`src/hw/execPkg.sv`:
```
package execPkg;

    localparam int kindWidth = 5;
    localparam int flagWidth = 4;
    localparam int shiftWidth = 5;      // Shift amount from the low immediate bits
    localparam int targetWidth = 16;    // Branch target width

    typedef enum logic [kindWidth-1:0] {
        opAdd,
        opSub,
        opAnd,
        opOr,
        opXor,
        opNot,
        opPassImm,      // MOV
        opMoveTop,      // MOVT
        opZero,         // CLR
        opOnes,         // SET
        opShiftLeft,
        opShiftRight,
        opReadFlags,    // MOVF
        opWriteFlags,   // SAVF
        opLoad,
        opStore,
        opBranch,
        opNone
    } opKind;

    // NZCV bit positions
    localparam int flagN = 3;
    localparam int flagZ = 2;
    localparam int flagC = 1;
    localparam int flagV = 0;

    typedef logic [flagWidth-1:0] flagWord;

endpackage

```
`src/hw/isaPkg.sv`:
```
package isaPkg;

    localparam int dataWidth = 32;
    localparam int immWidth = 16;
    localparam int regIndexWidth = 4;

    // Instruction class, bits 31:30
    localparam logic [1:0] classImmediate = 2'b00;
    localparam logic [1:0] classRegister = 2'b01;
    localparam logic [1:0] classLoadStore = 2'b10;
    localparam logic [1:0] classBranch = 2'b11;

    // ALU functions, same codes for register and immediate forms
    localparam logic [3:0] funcAdd = 4'b0001;
    localparam logic [3:0] funcSub = 4'b0010;
    localparam logic [3:0] funcAnd = 4'b0011;
    localparam logic [3:0] funcOr = 4'b0100;
    localparam logic [3:0] funcXor = 4'b0101;
    localparam logic [3:0] funcNot = 4'b0110;
    localparam logic [3:0] funcAdds = 4'b1001;   // Bit 3 marks the flag-setting variant
    localparam logic [3:0] funcSubs = 4'b1010;
    localparam logic [3:0] funcAnds = 4'b1011;
    localparam logic [3:0] funcOrs = 4'b1100;
    localparam logic [3:0] funcXors = 4'b1101;

    // Move group, immediate class with the special bit clear
    localparam logic [3:0] moveMov = 4'b0000;
    localparam logic [3:0] moveMovt = 4'b0001;
    localparam logic [3:0] moveClr = 4'b0010;
    localparam logic [3:0] moveSet = 4'b0011;
    localparam logic [3:0] moveLsl = 4'b0100;
    localparam logic [3:0] moveLsr = 4'b0101;
    localparam logic [3:0] moveMovf = 4'b0110;
    localparam logic [3:0] moveSavf = 4'b1110;

    // Branch conditions
    localparam logic [3:0] condEq = 4'b0000;
    localparam logic [3:0] condNe = 4'b0001;
    localparam logic [3:0] condHs = 4'b0010;
    localparam logic [3:0] condLo = 4'b0011;
    localparam logic [3:0] condMi = 4'b0100;
    localparam logic [3:0] condPl = 4'b0101;
    localparam logic [3:0] condVs = 4'b0110;
    localparam logic [3:0] condVc = 4'b0111;
    localparam logic [3:0] condHi = 4'b1000;
    localparam logic [3:0] condLs = 4'b1001;
    localparam logic [3:0] condGe = 4'b1010;
    localparam logic [3:0] condLt = 4'b1011;
    localparam logic [3:0] condGt = 4'b1100;
    localparam logic [3:0] condLe = 4'b1101;
    localparam logic [3:0] condBr = 4'b1110;     // Register relative, always taken

    typedef struct packed {
        logic [1:0] cls;
        logic special;
        logic [3:0] func;
        logic spare;                             // Bit 24, reserved
        logic [regIndexWidth-1:0] dest;
        logic [regIndexWidth-1:0] first;
        logic [regIndexWidth-1:0] sec;
        logic [11:0] unused;
    } registerFields;

    // Special bit also picks store over load in the load/store class
    typedef struct packed {
        logic [1:0] cls;
        logic special;
        logic [3:0] func;
        logic spare;
        logic [regIndexWidth-1:0] dest;
        logic [regIndexWidth-1:0] first;
        logic [immWidth-1:0] imm;
    } immediateFields;

    typedef struct packed {
        logic [1:0] cls;
        logic [3:0] cond;
        logic [5:0] unused;
        logic [regIndexWidth-1:0] first;
        logic [immWidth-1:0] imm;
    } branchFields;

    typedef union packed {
        registerFields registerView;
        immediateFields immediateView;
        branchFields branchView;
    } instrWord;

endpackage
```
`src/hw/executeCore.sv`:
```
module executeCore
    import isaPkg::*, execPkg::*;
(
    input  logic clk,
    input  logic rst,
    input  logic instrValid,
    input  instrWord instr,
    input  logic [dataWidth-1:0] opDest,
    input  logic [dataWidth-1:0] opFirst,
    input  logic [dataWidth-1:0] opSec,
    input  logic [dataWidth-1:0] memoryDataIn,
    output logic memoryRead,
    output logic [dataWidth-1:0] memoryAddress,
    output logic memoryWrite,
    output logic [dataWidth-1:0] memoryDataOut,
    output logic writeValid,
    output logic [regIndexWidth-1:0] writeReg,
    output logic [dataWidth-1:0] writeData,
    output logic branchTaken,
    output logic [targetWidth-1:0] branchTarget,
    output flagWord flags
);

    // Decode to execute
    logic decValid;
    opKind decKind;
    logic decSetFlags;
    logic [3:0] decCond;
    logic [regIndexWidth-1:0] decDest;
    logic [dataWidth-1:0] decImm;
    logic [immWidth-1:0] decImmRaw;
    logic [dataWidth-1:0] decOpDest;
    logic [dataWidth-1:0] decOpFirst;
    logic [dataWidth-1:0] decOpSec;

    // Execute to writeback
    logic exeValid;
    opKind exeKind;
    logic [regIndexWidth-1:0] exeDest;
    logic [dataWidth-1:0] exeResult;
    logic [dataWidth-1:0] exeStoreData;
    logic exeTaken;
    logic [targetWidth-1:0] exeTarget;

    decodeStage decodeStage_inst (
        .clk(clk),
        .rst(rst),
        .instrValid(instrValid),
        .instr(instr),
        .opDest(opDest),
        .opFirst(opFirst),
        .opSec(opSec),
        .decValid(decValid),
        .decKind(decKind),
        .decSetFlags(decSetFlags),
        .decCond(decCond),
        .decDest(decDest),
        .decImm(decImm),
        .decImmRaw(decImmRaw),
        .decOpDest(decOpDest),
        .decOpFirst(decOpFirst),
        .decOpSec(decOpSec)
    );

    executeStage executeStage_inst (
        .clk(clk),
        .rst(rst),
        .decValid(decValid),
        .decKind(decKind),
        .decSetFlags(decSetFlags),
        .decCond(decCond),
        .decDest(decDest),
        .decImm(decImm),
        .decImmRaw(decImmRaw),
        .decOpDest(decOpDest),
        .decOpFirst(decOpFirst),
        .decOpSec(decOpSec),
        .exeValid(exeValid),
        .exeKind(exeKind),
        .exeDest(exeDest),
        .exeResult(exeResult),
        .exeStoreData(exeStoreData),
        .exeTaken(exeTaken),
        .exeTarget(exeTarget),
        .flags(flags)
    );

    writebackStage writebackStage_inst (
        .clk(clk),
        .rst(rst),
        .exeValid(exeValid),
        .exeKind(exeKind),
        .exeDest(exeDest),
        .exeResult(exeResult),
        .exeStoreData(exeStoreData),
        .exeTaken(exeTaken),
        .exeTarget(exeTarget),
        .memoryDataIn(memoryDataIn),
        .memoryRead(memoryRead),
        .memoryAddress(memoryAddress),
        .memoryWrite(memoryWrite),
        .memoryDataOut(memoryDataOut),
        .writeValid(writeValid),
        .writeReg(writeReg),
        .writeData(writeData),
        .branchTaken(branchTaken),
        .branchTarget(branchTarget)
    );

endmodule

```
`src/hw/writebackStage.sv`:
```
module writebackStage
    import isaPkg::*, execPkg::*;
(
    input  logic clk,
    input  logic rst,
    input  logic exeValid,
    input  opKind exeKind,
    input  logic [regIndexWidth-1:0] exeDest,
    input  logic [dataWidth-1:0] exeResult,
    input  logic [dataWidth-1:0] exeStoreData,
    input  logic exeTaken,
    input  logic [targetWidth-1:0] exeTarget,
    input  logic [dataWidth-1:0] memoryDataIn,
    output logic memoryRead,
    output logic [dataWidth-1:0] memoryAddress,
    output logic memoryWrite,
    output logic [dataWidth-1:0] memoryDataOut,
    output logic writeValid,
    output logic [regIndexWidth-1:0] writeReg,
    output logic [dataWidth-1:0] writeData,
    output logic branchTaken,
    output logic [targetWidth-1:0] branchTarget
);

    logic writesReg;
    logic [dataWidth-1:0] storeAddress;

    // Load reads the memory in the cycle after execute
    assign memoryRead = exeValid && (exeKind == opLoad);
    // A load directly behind a store gets the bus; the store address is lost then
    assign memoryAddress = memoryRead ? exeResult : storeAddress;

    always_comb begin
        case (exeKind)
            opWriteFlags, opStore, opBranch, opNone: writesReg = 1'b0;
            default: writesReg = exeValid;
        endcase
    end

    always_ff @(posedge clk or posedge rst) begin
        if (rst) begin
            writeValid <= 1'b0;
            memoryWrite <= 1'b0;
            branchTaken <= 1'b0;
        end else begin
            writeValid <= writesReg;
            memoryWrite <= exeValid && (exeKind == opStore);
            branchTaken <= exeValid && (exeKind == opBranch) && exeTaken;
        end
    end

    always_ff @(posedge clk) begin
        writeReg <= exeDest;
        writeData <= memoryRead ? memoryDataIn : exeResult;
        storeAddress <= exeResult;
        memoryDataOut <= exeStoreData;
        branchTarget <= exeTarget;
    end

endmodule

```
`src/hw/executeStage.sv`:
```
module executeStage
    import isaPkg::*, execPkg::*;
(
    input  logic clk,
    input  logic rst,
    input  logic decValid,
    input  opKind decKind,
    input  logic decSetFlags,
    input  logic [3:0] decCond,
    input  logic [regIndexWidth-1:0] decDest,
    input  logic [dataWidth-1:0] decImm,
    input  logic [immWidth-1:0] decImmRaw,
    input  logic [dataWidth-1:0] decOpDest,
    input  logic [dataWidth-1:0] decOpFirst,
    input  logic [dataWidth-1:0] decOpSec,
    output logic exeValid,
    output opKind exeKind,
    output logic [regIndexWidth-1:0] exeDest,
    output logic [dataWidth-1:0] exeResult,
    output logic [dataWidth-1:0] exeStoreData,
    output logic exeTaken,
    output logic [targetWidth-1:0] exeTarget,
    output flagWord flags
);

    localparam int msb = dataWidth - 1;

    logic [dataWidth:0] addSum;
    logic [dataWidth:0] subDiff;
    logic [dataWidth-1:0] addrSum;
    logic [dataWidth-1:0] result;
    logic [shiftWidth-1:0] shamt;
    logic [targetWidth-1:0] target;
    logic condTaken;
    flagWord flagsNext;

    assign addSum = {1'b0, decOpFirst} + {1'b0, decOpSec};
    assign subDiff = {1'b0, decOpFirst} - {1'b0, decOpSec};
    assign addrSum = decOpFirst + decImm;            // Load/store address and BR target
    assign shamt = decImmRaw[shiftWidth-1:0];

    branchCondition branchCondition_inst (
        .cond(decCond),
        .flags(flags),
        .taken(condTaken)
    );

    assign target = (decCond == condBr) ? addrSum[targetWidth-1:0] : decImmRaw;

    always_comb begin
        case (decKind)
            opAdd: result = addSum[msb:0];
            opSub: result = subDiff[msb:0];
            opAnd: result = decOpFirst & decOpSec;
            opOr: result = decOpFirst | decOpSec;
            opXor: result = decOpFirst ^ decOpSec;
            opNot: result = ~decOpFirst;
            opPassImm: result = {{(dataWidth - immWidth){1'b0}}, decImmRaw};
            opMoveTop: result = {decImmRaw, decOpDest[immWidth-1:0]};  // Keeps low half
            opZero: result = '0;
            opOnes: result = '1;
            opShiftLeft: result = decOpFirst << shamt;
            opShiftRight: result = decOpFirst >> shamt;
            opReadFlags: result = {{(dataWidth - flagWidth){1'b0}}, flags};
            opLoad, opStore: result = addrSum;
            default: result = '0;
        endcase
    end

    always_comb begin
        flagsNext = flags;
        if (decValid && decKind == opWriteFlags) begin
            flagsNext = decOpDest[flagWidth-1:0];
        end else if (decValid && decSetFlags) begin
            flagsNext[flagN] = result[msb];
            flagsNext[flagZ] = (result == '0);
            // C and V only from arithmetic, logic ops leave them alone
            if (decKind == opAdd) begin
                flagsNext[flagC] = addSum[dataWidth];
                flagsNext[flagV] = ~(decOpFirst[msb] ^ decOpSec[msb])
                                 & (decOpFirst[msb] ^ result[msb]);
            end else if (decKind == opSub) begin
                flagsNext[flagC] = ~subDiff[dataWidth];   // Not borrow
                flagsNext[flagV] = (decOpFirst[msb] ^ decOpSec[msb])
                                 & (decOpFirst[msb] ^ result[msb]);
            end
        end
    end

    always_ff @(posedge clk or posedge rst) begin
        if (rst) begin
            flags <= '0;
            exeValid <= 1'b0;
            exeKind <= opNone;
        end else begin
            flags <= flagsNext;
            exeValid <= decValid;
            exeKind <= decKind;
        end
    end

    always_ff @(posedge clk) begin
        exeDest <= decDest;
        exeResult <= result;
        exeStoreData <= decOpDest;
        exeTaken <= condTaken;
        exeTarget <= target;
    end

endmodule

```
`src/hw/decodeStage.sv`:
```
module decodeStage
    import isaPkg::*, execPkg::*;
(
    input  logic clk,
    input  logic rst,
    input  logic instrValid,
    input  instrWord instr,
    input  logic [dataWidth-1:0] opDest,
    input  logic [dataWidth-1:0] opFirst,
    input  logic [dataWidth-1:0] opSec,
    output logic decValid,
    output opKind decKind,
    output logic decSetFlags,
    output logic [3:0] decCond,
    output logic [regIndexWidth-1:0] decDest,
    output logic [dataWidth-1:0] decImm,
    output logic [immWidth-1:0] decImmRaw,
    output logic [dataWidth-1:0] decOpDest,
    output logic [dataWidth-1:0] decOpFirst,
    output logic [dataWidth-1:0] decOpSec
);

    opKind kind;
    logic setFlags;
    logic [immWidth-1:0] immRaw;
    logic [dataWidth-1:0] immExt;
    logic [dataWidth-1:0] secVal;

    function automatic opKind aluKind(input logic [3:0] func);
        case (func)
            funcAdd, funcAdds: aluKind = opAdd;
            funcSub, funcSubs: aluKind = opSub;
            funcAnd, funcAnds: aluKind = opAnd;
            funcOr, funcOrs: aluKind = opOr;
            funcXor, funcXors: aluKind = opXor;
            funcNot: aluKind = opNot;
            default: aluKind = opNone;
        endcase
    endfunction

    function automatic opKind moveKind(input logic [3:0] code);
        case (code)
            moveMov: moveKind = opPassImm;
            moveMovt: moveKind = opMoveTop;
            moveClr: moveKind = opZero;
            moveSet: moveKind = opOnes;
            moveLsl: moveKind = opShiftLeft;
            moveLsr: moveKind = opShiftRight;
            moveMovf: moveKind = opReadFlags;
            moveSavf: moveKind = opWriteFlags;
            default: moveKind = opNone;
        endcase
    endfunction

    // Immediate sits in bits 15:0 in both the immediate and branch views
    assign immRaw = instr.immediateView.imm;
    assign immExt = {{(dataWidth - immWidth){immRaw[immWidth-1]}}, immRaw};

    always_comb begin
        kind = opNone;
        setFlags = 1'b0;
        secVal = opSec;
        case (instr.registerView.cls)
            classRegister: begin
                kind = aluKind(instr.registerView.func);
                setFlags = (kind != opNone) && instr.registerView.func[3];
            end
            classImmediate: begin
                if (instr.immediateView.special) begin
                    kind = aluKind(instr.immediateView.func);
                    setFlags = (kind != opNone) && instr.immediateView.func[3];
                    secVal = immExt;                 // Immediate replaces second source
                end else begin
                    kind = moveKind(instr.immediateView.func);
                end
            end
            classLoadStore: kind = instr.immediateView.special ? opStore : opLoad;
            classBranch: kind = opBranch;
        endcase
    end

    always_ff @(posedge clk or posedge rst) begin
        if (rst) begin
            decValid <= 1'b0;
            decKind <= opNone;
            decSetFlags <= 1'b0;
        end else begin
            decValid <= instrValid;
            decKind <= kind;
            decSetFlags <= setFlags;
        end
    end

    always_ff @(posedge clk) begin
        decCond <= instr.branchView.cond;
        decDest <= instr.registerView.dest;
        decImm <= immExt;
        decImmRaw <= immRaw;
        decOpDest <= opDest;
        decOpFirst <= opFirst;
        decOpSec <= secVal;
    end

endmodule

```
`src/hw/branchCondition.sv`:
```
module branchCondition
    import isaPkg::*, execPkg::*;
(
    input  logic [3:0] cond,
    input  flagWord flags,
    output logic taken
);

    logic n;
    logic z;
    logic c;
    logic v;
    logic hi;
    logic ge;

    assign n = flags[flagN];
    assign z = flags[flagZ];
    assign c = flags[flagC];
    assign v = flags[flagV];
    assign hi = c & ~z;     // Unsigned higher
    assign ge = (n == v);   // Signed greater or equal

    always_comb begin
        case (cond)
            condEq: taken = z;
            condNe: taken = ~z;
            condHs: taken = c;
            condLo: taken = ~c;
            condMi: taken = n;
            condPl: taken = ~n;
            condVs: taken = v;
            condVc: taken = ~v;
            condHi: taken = hi;
            condLs: taken = ~hi;
            condGe: taken = ge;
            condLt: taken = ~ge;
            condGt: taken = ~z & ge;
            condLe: taken = ~(~z & ge);
            condBr: taken = 1'b1;
            default: taken = 1'b0;     // Code 1111 is unassigned
        endcase
    end

endmodule

```
`config.mk`:
```
export PLATFORM = sky130hd
export DESIGN_NAME = executeCore
export DESIGN_NICKNAME = d
export VERILOG_FILES = /design/src/hw/execPkg.sv /design/src/hw/isaPkg.sv /design/src/hw/executeCore.sv /design/src/hw/writebackStage.sv /design/src/hw/executeStage.sv /design/src/hw/decodeStage.sv /design/src/hw/branchCondition.sv
export SDC_FILE = /design/constraint.sdc
export NUM_CORES = 1
export LEC_CHECK = 0
export BUFFER_PORTS_ARGS = -buffer_cell sky130_fd_sc_hd__clkbuf_2
export CORE_UTILIZATION = 30
export DETAILED_ROUTE_END_ITERATION = 16
export MAX_ROUTING_LAYER = met4
export SETUP_SLACK_MARGIN = 0.05
export SYNTH_ARGS = -nofsm -noshare
export SYNTH_HDL_FRONTEND = slang
export SYNTH_SLANG_ARGS = --single-unit
export TNS_END_PERCENT = 5
```
`constraint.sdc`:
```
create_clock -name clk -period 5 [get_ports clk]
set_input_delay 0.25 -clock clk [delete_from_list [all_inputs] [get_ports clk]]
set_output_delay 0.25 -clock clk [all_outputs]
set_load 0.005 [all_outputs]
```
# Yosys cells after proc, flatten, opt, wreduce, memory -nomap -nowiden
# Memories as Yosys holds them, arrays and structs flattened.
# Index checks and enable logic that the tools add are counted.
[classes]
addsub = 3
n_eq_ne = 39
shift = 2
n_mux = 20
bitwise_logic = 19
reduce_logical = 17
[op_table]
columns = ["op", "n"]
rows = [
  ["$pmux W32 S13", 1],
  ["$mux W32", 4],
  ["$eq A5 B4 Y1 const B", 10],
  ["$add A32 B32 Y33", 1],
  ["$sub A32 B32 Y33", 1],
  ["$add A32 B32 Y32", 1],
  ["$and A32 B32 Y32", 1],
  ["$logic_not A32 Y1", 1],
  ["$not A32 Y32", 1],
  ["$or A32 B32 Y32", 1],
  ["$shl A32 B5 Y32", 1],
  ["$shr A32 B5 Y32", 1],
  ["$xor A32 B32 Y32", 1],
  ["$eq A4 B4 Y1 const B", 7],
  ["$eq A5 B3 Y1 const B", 4],
  ["$mux W5", 4],
  ["$pmux W5 S4", 1],
  ["$eq A4 B3 Y1 const B", 4],
  ["$mux W16", 1],
  ["$pmux W1 S15", 1],
  ["$eq A5 B2 Y1 const B", 2],
  ["$eq A5 B5 Y1 const B", 2],
  ["$ne A5 B5 Y1 const B", 2],
  ["$not A1 Y1", 9],
  ["other kinds (21)", 38],
]
[totals]
register_bits = 357
romBits = 208
inputBits = 163
output_inout_bits = 124
word_cells = 130
n_memories = 3
[mem_list]
columns = ["memory", "words", "word_bits", "rd", "rd_ports_with_merged_regs", "write_ports", "line_no", "source"]
rows = [
  ["(no name shown)", 16, 5, 1, 0, 0, "decodeStage.sv:42", "case (code)"],
  ["(no name shown)", 16, 4, 1, 0, 0, "decodeStage.sv:30", "case (func)"],
  ["(no name shown)", 16, 4, 1, 0, 0, "decodeStage.sv:30", ""],
]

# Longest topological paths before layout
# Gate-level depths: netlist of run 1.
[logic_depth]
depth_word = 9
depth_mapped = 19
ltp_nobuf = 15

# By module
# From an unflattened synthesis of run 1, not the netlist that was laid out.
[unflattened]
hier_cells = 2447
area_unflattened_um2 = 22121.2
[modules_own_cells]
columns = ["module", "instances", "cells_each", "area_each_um2", "seq_area_each_um2"]
rows = [
  ["executeStage", 1, 1976, 14876.8, 1954.4],
  ["decodeStage", 1, 248, 3602.2, 2580.0],
  ["writebackStage", 1, 200, 3494.6, 2397.3],
  ["branchCondition", 1, 23, 147.6, 0.0],
]

# Worst setup path after synthesis of run 1
# No wires, ideal clock.
[synth_timing]
kind = "register to register"
start = "register decodeStage_inst.decOpFirst[16]"
end = "register executeStage_inst.flags[2]"
setup_time_ns = 0.080
arrival_time_ns = 3.922
required_ns = 4.920
path_slack_ns = 0.998
path_stages_with_launch = 16
n_path_buf = 2
period_less_slack_ns = 4.002
cell_sequence = "dfxtp_1 -> clkbuf_1 -> inv_1 -> ha_1 -> clkbuf_1 -> a21oi_1 -> o21ai_0 -> or4_1 -> o21ai_0 -> xnor2_1 -> o221ai_1 -> a21o_1 -> or4b_2 -> nor4_2 -> nand3_1 -> o211ai_2"
[synth_via]
elab_chain_len = 5
word_cells_on_any_way = 13
classes_between = "3 x add/sub; 2 x shift; 3 x mux; 4 x bitwise; 1 x reduce/logical"
[synth_rtl]
columns = ["element", "line_no", "source"]
rows = [
  ["start, declared", "decodeStage.sv:19", "output logic [dataWidth-1:0] decOpFirst,"],
  ["start signal, assigned", "decodeStage.sv:100", "decOpFirst <= opFirst;"],
  ["$add A32 B32 Y32, or another cell as far along", "executeStage.sv:39", "assign addrSum = decOpFirst + decImm;"],
  ["$pmux W32 S13 (*)", "executeStage.sv:51", "case (decKind)"],
  ["via executeStage_inst.result[21]", "executeStage.sv:31", "logic [dataWidth-1:0] result;"],
  ["$logic_not A32 Y1 (*)", "executeStage.sv:76", "flagsNext[flagZ] = (result == '0);"],
  ["$mux W4 (*)", "executeStage.sv:74", "end else if (decValid && decSetFlags) begin"],
  ["$mux W4 (*)", "executeStage.sv:72", "if (decValid && decKind == opWriteFlags) begin"],
  ["end signal, assigned", "executeStage.sv:96", "flags <= flagsNext;"],
  ["end, declared", "executeStage.sv:23", "output flagWord flags"],
]
# The timed path passes the listed nets; every way through them passes the cells marked *. The select of a mux whose other input is x is not followed.
# A chain may end at the register's enable or synchronous reset.

# Worst setup path after layout of run 1
[layout_timing]
start = "register decodeStage_inst.decOpFirst[23]"
end = "register executeStage_inst.flags[2]"
[layout_via]
elab_chain_len = 5
word_cells_on_any_way = 13
classes_between = "3 x add/sub; 2 x shift; 3 x mux; 4 x bitwise; 1 x reduce/logical"
[layout_rtl]
columns = ["element", "line_no"]
rows = [
  ["$add A32 B32 Y32, or another cell as far along", "executeStage.sv:39"],
  ["$pmux W32 S13 (*)", "executeStage.sv:51"],
  ["$logic_not A32 Y1 (*)", "executeStage.sv:76"],
  ["$mux W4 (*)", "executeStage.sv:74"],
  ["$mux W4 (*)", "executeStage.sv:72"],
]
# Every way passes the cells marked *; elsewhere a longest branch is shown, timed or not. The select of a mux whose other input is x is not followed.

==> impl_metrics.toml, run 1 <==
[status]
status = "finished, final reports clean"

[global_route]
track_usage_pct = 28.9
grt_overflow = 0
first_global_vias = 22100
grt_max_degree = 76
grt_pass1_wl_mm = 153
antenna_found_initial = 3

[cts]
htreeDepth = 2
cts_made_buffers = 38
postCtsSetupBuffers = 0
root_buffer = "clkbuf_16"
clk_pin_slew_ns = 0.06
clk_latency_ns = 0.57
clockBufferDepth = 3
clkSinkCount = 341
cts_tree = "built"

[critical_path]
cp-start-kind = "flop"
worstSetupPathType = "reg2reg"
cp_max_fo = 12
worstPathArrival_ns = 5.15
crit_required_ns = 5.47
cp-end-kind = "flop"

[route]
via_per_inst = 5.76
wirelength_mm = 108
vias = 23400
met2WireLength_mm = 47.5
top_layer = "met4"
wire_per_inst_um = 26.6
postRouteAntennaNets = 0
drcViolationCount = 0
wl_met3_mm = 10.9
wl_met1_mm = 44.6
initialDrtViolationCount = 2556
drt_pass1_iterations = 6

[sta]
tightestPinTransition_ns = 1.19
skew_ns = 0.0285
slew_headroom_pct = 20.5
worst_slack_ns = 0.320
slew_violations = 0
setup_tns_ns = 0
finalCritPeriodShare_pct = 93.6
timing_hold_violations_final = 0
setup_viol = 0
finalCriticalPeriod_ns = 4.68
fmax_ghz = 0.214
rsz0062_at_grt = "no"

[power]
cellPowerDensity_nw_per_um2 = 314
leakagePower_nw = 12.7
vdd_drop_max_mv = 0.288
power_mw = 9.05

[die]
rows = 98
io_pins = 287
die_x_um = 273
start_util_pct = 30.5
die_area_um2 = 74400
fp.dieH_um = 273
coreArea_um2 = 72000

[logic_synthesis]
syn_area_per_cell_um2 = 8.71
yosys_register_bits = 341
synthSimpleGateAreaFrac_pct = 16.6
yosysWarnings = 0
synth.area.top_cells = "dfxtp_1, ha_1, mux2_2"
synth_edf_count = 0
syn_area_um2 = 22000
synth_flop_cell = "dfxtp_1"
synth_cells = 2523
synthMuxAreaShare_pct = 14.1
yosysTopAreaCell = "dfxtp_1"
synthesis.nets = 2825
synth_top_family_by_area = "compound AO/OA/AOI/OAI gates"
synthAdderAreaFrac_pct = 8.02
synth_compound_area_share_pct = 21.9
synthArstFlopShare_pct = 5.87
yosysSeqAreaShare_pct = 31.5
synth_top_area_share_pct = 29.2
synth.distinct_cells = 102
post_synth_xor_area_fraction_pct = 1.83

[final_layout]
register_area_um2 = 6940
syn_to_final_growth_pct = 31.3
fillers = 7214
multi_input_area_um2 = 13800
nNetsFinal = 3390
drive_gt1_share_pct = 26.2

[place]
io_buffer_count = 281
dpl.hpwl_mm = 84.7
place.gp.congestion = 1.03
place_ws_ns = 0.237

[run]
maxCapViolations = 0

[min_path]
min_path_type = "in2reg"
==> metrics by stage <==
| step | area, µm² | cells | util, % | hold slack [ns] |
|---|---|---|---|---|
| finish | 28900 | 4069 | 40.1 | 0.0403 |
| floorplan | 22000 | 2523 | - | 0.211 |
| detailed placement | 25900 | 3843 | 36.0 | 0.312 |
| CTS | 28900 | 4067 | 40.1 | 0.0177 |
| global placement | 25900 | 3843 | 36.0 | 0.310 |
| global route | 28900 | 4068 | 40.1 | 0.0510 |
==> layout by cell type (no fill, tap or decap), types with 16 or more instances in the layout <==
master           n
clkbuf_16       39
o21ai_0        122
nand2_1        212
o22ai_1         20
dfrtp_1         16
a21o_1          36
a21oi_1        168
ha_1           136
nand3_1         59
nor3_1          71
mux4_2          41
dfxtp_1        317
a211oi_1        42
a221oi_1        20
a22oi_1         25
nor2b_1         21
nor2_1         193
inv_1          118
o211ai_1        44
o31ai_1         18
buf_4          265
dlygate4sd3_1  155
nor4_1          18
mux2_2         111
xnor2_1         34
nand2b_1        25
and3_1          27
mux2i_1         71
nand4_1         40
clkbuf_2       281
a31oi_1         17
==> layer usage <==
metal  global-route usage [%]  vias up
met2                     43.8     1440
met3                     5.39      252
met4                     12.3        0
met5                        -        -
met1                     37.5    11300
li1                         -    10500
==> cell families after synthesis <==
logic type,after synthesis
XOR/XNOR,46
AO/OA/AOI/OAI,708
flip-flops,341
buffers and inverters,306
adder cells (fa/ha/maj),139
multiplexers,232
AND/OR/NAND/NOR,751
==> cells in the mapped netlist, types with 33 or more instances <==
| library cell | number |
|---|---|
| a211oi_1 | 43 |
| a21o_1 | 36 |
| a21oi_1 | 168 |
| buf_2 | 33 |
| clkbuf_1 | 120 |
| dfxtp_1 | 321 |
| ha_1 | 136 |
| inv_1 | 118 |
| mux2_2 | 111 |
| mux2i_1 | 71 |
| mux4_2 | 41 |
| nand2_1 | 212 |
| nand3_1 | 59 |
| nand4_1 | 40 |
| nor2_1 | 197 |
| nor3_1 | 73 |
| o211ai_1 | 44 |
| o21ai_0 | 122 |
| xnor2_1 | 34 |
==> sequential cells by signal, indices dropped and copies added (netlist names), 4 cells and up <==
| name | flops |
|---|---|
| writebackStage_inst.storeAddress | 32 |
| executeStage_inst.exeTarget | 16 |
| decodeStage_inst.decOpFirst | 32 |
| decodeStage_inst.decOpDest | 32 |
| decodeStage_inst.decKind | 5 |
| writebackStage_inst.branchTarget | 16 |
| decodeStage_inst.decCond | 4 |
| executeStage_inst.exeStoreData | 32 |
| executeStage_inst.exeResult | 32 |
| decodeStage_inst.decImm | 16 |
| writebackStage_inst.writeData | 32 |
| executeStage_inst.flags | 4 |
| decodeStage_inst.decDest | 4 |
| decodeStage_inst.decOpSec | 32 |
| writebackStage_inst.writeReg | 4 |
| executeStage_inst.exeDest | 4 |
| writebackStage_inst.memoryDataOut | 32 |
| executeStage_inst.exeKind | 5 |
==> repair_timing <==
action | CTS | global route
gates resized for setup | 0 | 1
endpoints found under the hold margin | 173 | 0
hold buffers | 155 | 0
setup endpoints to repair | 0 | 1
==> path summary, 6_finish.rpt <==
path,from,end,slack (ns),depth (start not counted)
worst min-delay path,instr[31],decodeStage_inst.decKind[2],0.04,3
worst min register to register,executeStage_inst.exeTarget[2],writebackStage_inst.branchTarget[2],0.32,0
worst max register to register,decodeStage_inst.decOpFirst[23],executeStage_inst.flags[2],0.32,17
min in group asynchronous,rst,executeStage_inst.exeKind[2],0.35,3
max in group asynchronous,rst,executeStage_inst.flags[2],4.17,3
worst max-delay path,decodeStage_inst.decOpFirst[23],executeStage_inst.flags[2],0.32,17
==> critical path, cell delays in order (launching register included) <==
cell and delay, ns:
dfxtp_1 0.73, inv_1 0.29, ha_1 0.61, and3_1 0.30, nand2b_1 0.07, a211oi_1 0.28, a211oi_1 0.09, o21ai_0 0.10
buf_4 0.16, o32ai_1 0.07, a2111oi_0 0.47, buf_4 0.20, o21a_1 0.11, or4bb_1 0.58, nor4_2 0.20, nand3_1 0.11
buf_4 0.17, o211ai_2 0.05
==> final cells by class <==
type	count	area share, %
multi-input cells	1876	47.7
flip-flops and latches	341	24.1
repair buffers	710	17.8
well taps	950	4.12
clock buffers	52	3.72
inverters	121	1.57
clock inverters	17	1.09
diodes	2	0.0173
==> where the power goes <==
group          internal [mW]  switching, mW
clock network           1.93           1.18
registers               3.01          0.197
logic                   1.15           1.58
total                   6.10           2.96
Power figures use the tool's default switching activity.
==> run 2, diff against run 1 <==
--- a/config.mk
+++ b/config.mk
@@ -8,6 +8,7 @@
 export BUFFER_PORTS_ARGS = -buffer_cell sky130_fd_sc_hd__clkbuf_2
 export CORE_UTILIZATION = 30
 export DETAILED_ROUTE_END_ITERATION = 16
+export GPL_TIMING_DRIVEN = 0
 export MAX_ROUTING_LAYER = met4
 export SETUP_SLACK_MARGIN = 0.05
 export SYNTH_ARGS = -nofsm -noshare
==> run 2 against run 1 <==
The run now ends with max-capacitance violations, max-slew violations left; highest routed layer unchanged; largest power group unchanged; clock power shrank 6%; first-iteration DRC count rose by 6.7%; cell count shrank 1.9%.
==> impl_metrics.toml, run 2 (same netlist as run 1, synthesis figures left out) <==
[sta]
finalCritPeriodShare_pct = 99.6
rsz0062_at_grt = "no"
finalCriticalPeriod_ns = 4.98
hold_slack_ns = 0.0832
slew_violations = 1
timing_hold_violations_final = 0
worst_slack_ns = 0.0201
fmax_ghz = 0.201
setup_viol = 0
skew_ns = 0.0492
setup_tns_ns = 0
tightestPinTransition_ns = 1.49
slew_headroom_pct = -0.0280

[place]
io_buffer_count = 280
dpl-instance-area_um2 = 24600
dp_cells = 3754
place.gp.congestion = 1.11
dpl.hpwl_mm = 97.7
place_ws_ns = -1.73

[die]
coreArea_um2 = 72000
rows = 98
fp.dieH_um = 273
die_x_um = 273
start_util_pct = 30.5
io_pins = 287
die_area_um2 = 74400

[critical_path]
crit_required_ns = 5.50
rr_startpoint = "decodeStage_inst.decOpFirst[9]"
cpMaxStageDelayCell = "or4b_2"
worstPathArrival_ns = 5.48
path_cells = "clkbuf_4 -> inv_1 -> ha_1 -> nor3b_1 -> nor3_1 -> nor3_2 -> nor3_4 -> and2_1 -> o21ai_2 -> xnor2_1 -> a21o_1 -> or4b_2 -> nor4_2 -> nand3_2 -> o211ai_2"
cp-start-kind = "flop"
rr_worst_depth = 15
slowest_delay_ns = 0.78
cp-end-kind = "flop"
worstSetupPathType = "reg2reg"
ff2ff_setup_slack_ns = 0.02
r2r-end = "executeStage_inst.flags[2]"
cp_max_fo = 10

[route]
via_per_inst = 5.97
drcViolationCount = 0
drt_pass1_iterations = 7
initialDrtViolationCount = 2728
wirelength_mm = 124
wire_per_inst_um = 31.2
postRouteAntennaNets = 0
vias = 23800

[cts]
cts_tree = "built"
clk_latency_ns = 0.60
htreeDepth = 2
clockBufferDepth = 3
clkSinkCount = 341
root_buffer = "clkbuf_16"
cts_made_buffers = 37
clk_pin_slew_ns = 0.06

[min_path]
hold_depth = 3
min_path_type = "in2reg"
worstHoldStart = "instr[31]"
worst_hold_path.endpoint = "decodeStage_inst.decKind[2]"

[global_route]
grt_pass1_wl_mm = 171
track_usage_pct = 33.2
antenna_found_initial = 9
first_global_vias = 22400
grt_overflow = 0
grt_max_degree = 21

[power]
vdd_drop_max_mv = 0.297
cellPowerDensity_nw_per_um2 = 316
leakagePower_nw = 12.1
power_mw = 8.90

[run]
maxCapViolations = 2

[final_layout]
drive_gt1_share_pct = 24.7
final_core_util_pct = 39.2
syn_to_final_growth_pct = 28.3
final_common_cell = "clkbuf_2"
fillers = 7310
nNetsFinal = 3307
fin_area_um2 = 28200
layout_common_cells = "clkbuf_2, dfxtp_1, nand2_1"
stdcell_count = 3992

[status]
status = "finished with violations"
violations = "max-capacitance violations, max-slew violations"
## run 2: layout make-up
type / instances / area (µm²) / area share [%]
clock buffer: 52 / 1060 / 3.77
timing repair buffer: 451 / 3070 / 10.9
inverter: 121 / 458 / 1.62
multi-input combinational: 1876 / 14200 / 50.3
antenna: 8 / 20.0 / 0.0710
buffer: 177 / 997 / 3.54
sequential: 341 / 6960 / 24.7
clock inverter: 16 / 246 / 0.874
tap: 950 / 1190 / 4.22
## run 2: worst max path at each step
stage,endpoint,startpoint,cells past startpoint,slack (ns)
2_1_floorplan,executeStage_inst.flags[2],decodeStage_inst.decOpFirst[16],15,1.0
3_3_place_gp,executeStage_inst.flags[2],decodeStage_inst.decOpFirst[17],16,-1.77
3_5_place_dp,executeStage_inst.flags[2],decodeStage_inst.decOpFirst[17],16,-1.73
4_1_cts,executeStage_inst.flags[3],decodeStage_inst.decOpFirst[4],14,0.05
5_1_grt,executeStage_inst.flags[2],decodeStage_inst.decImm[1],18,0.05
6_report,executeStage_inst.flags[2],decodeStage_inst.decOpFirst[9],15,0.02
## run 2: repair_timing
item | CTS | global route
gates resized for setup | 140 | 94
buffers inserted | 9 | 6
setup endpoints to repair | 12 | 3
hold buffers | 155 | 0
cloned | 0 | 0
pin swaps | 9 | 12
hold endpoints to repair | 173 | 0
## run 2: critical path: cells and delay by family (launching register included)
kind / cells / cell delay [ns]
flops: 1 / 0.52
compound gates: 3 / 0.57
fa+ha+maj: 1 / 0.49
xor+xnor: 1 / 0.14
buf+inv: 2 / 0.55
simple gates: 8 / 2.59
## run 2: per-layer routing
metal	GRT usage [%]	routed length [µm]	part of all wire (%)	up-vias
met5	-	0	0	-
met4	18.2	8300	6.7	0
met3	8.23	12900	10	392
met2	49.5	53600	43	1565
met1	40.8	49700	40	11600
li1	-	-	-	10300
## run 2: report_power, final
| part | total (mW) | leakage (nW) | internal [mW] | switching, mW |
|---|---|---|---|---|
| Combinational | 2.72 | 8.49 | 1.02 | 1.70 |
| Sequential | 3.24 | 2.94 | 3.02 | 0.228 |
| Clock | 2.94 | 0.641 | 1.76 | 1.18 |
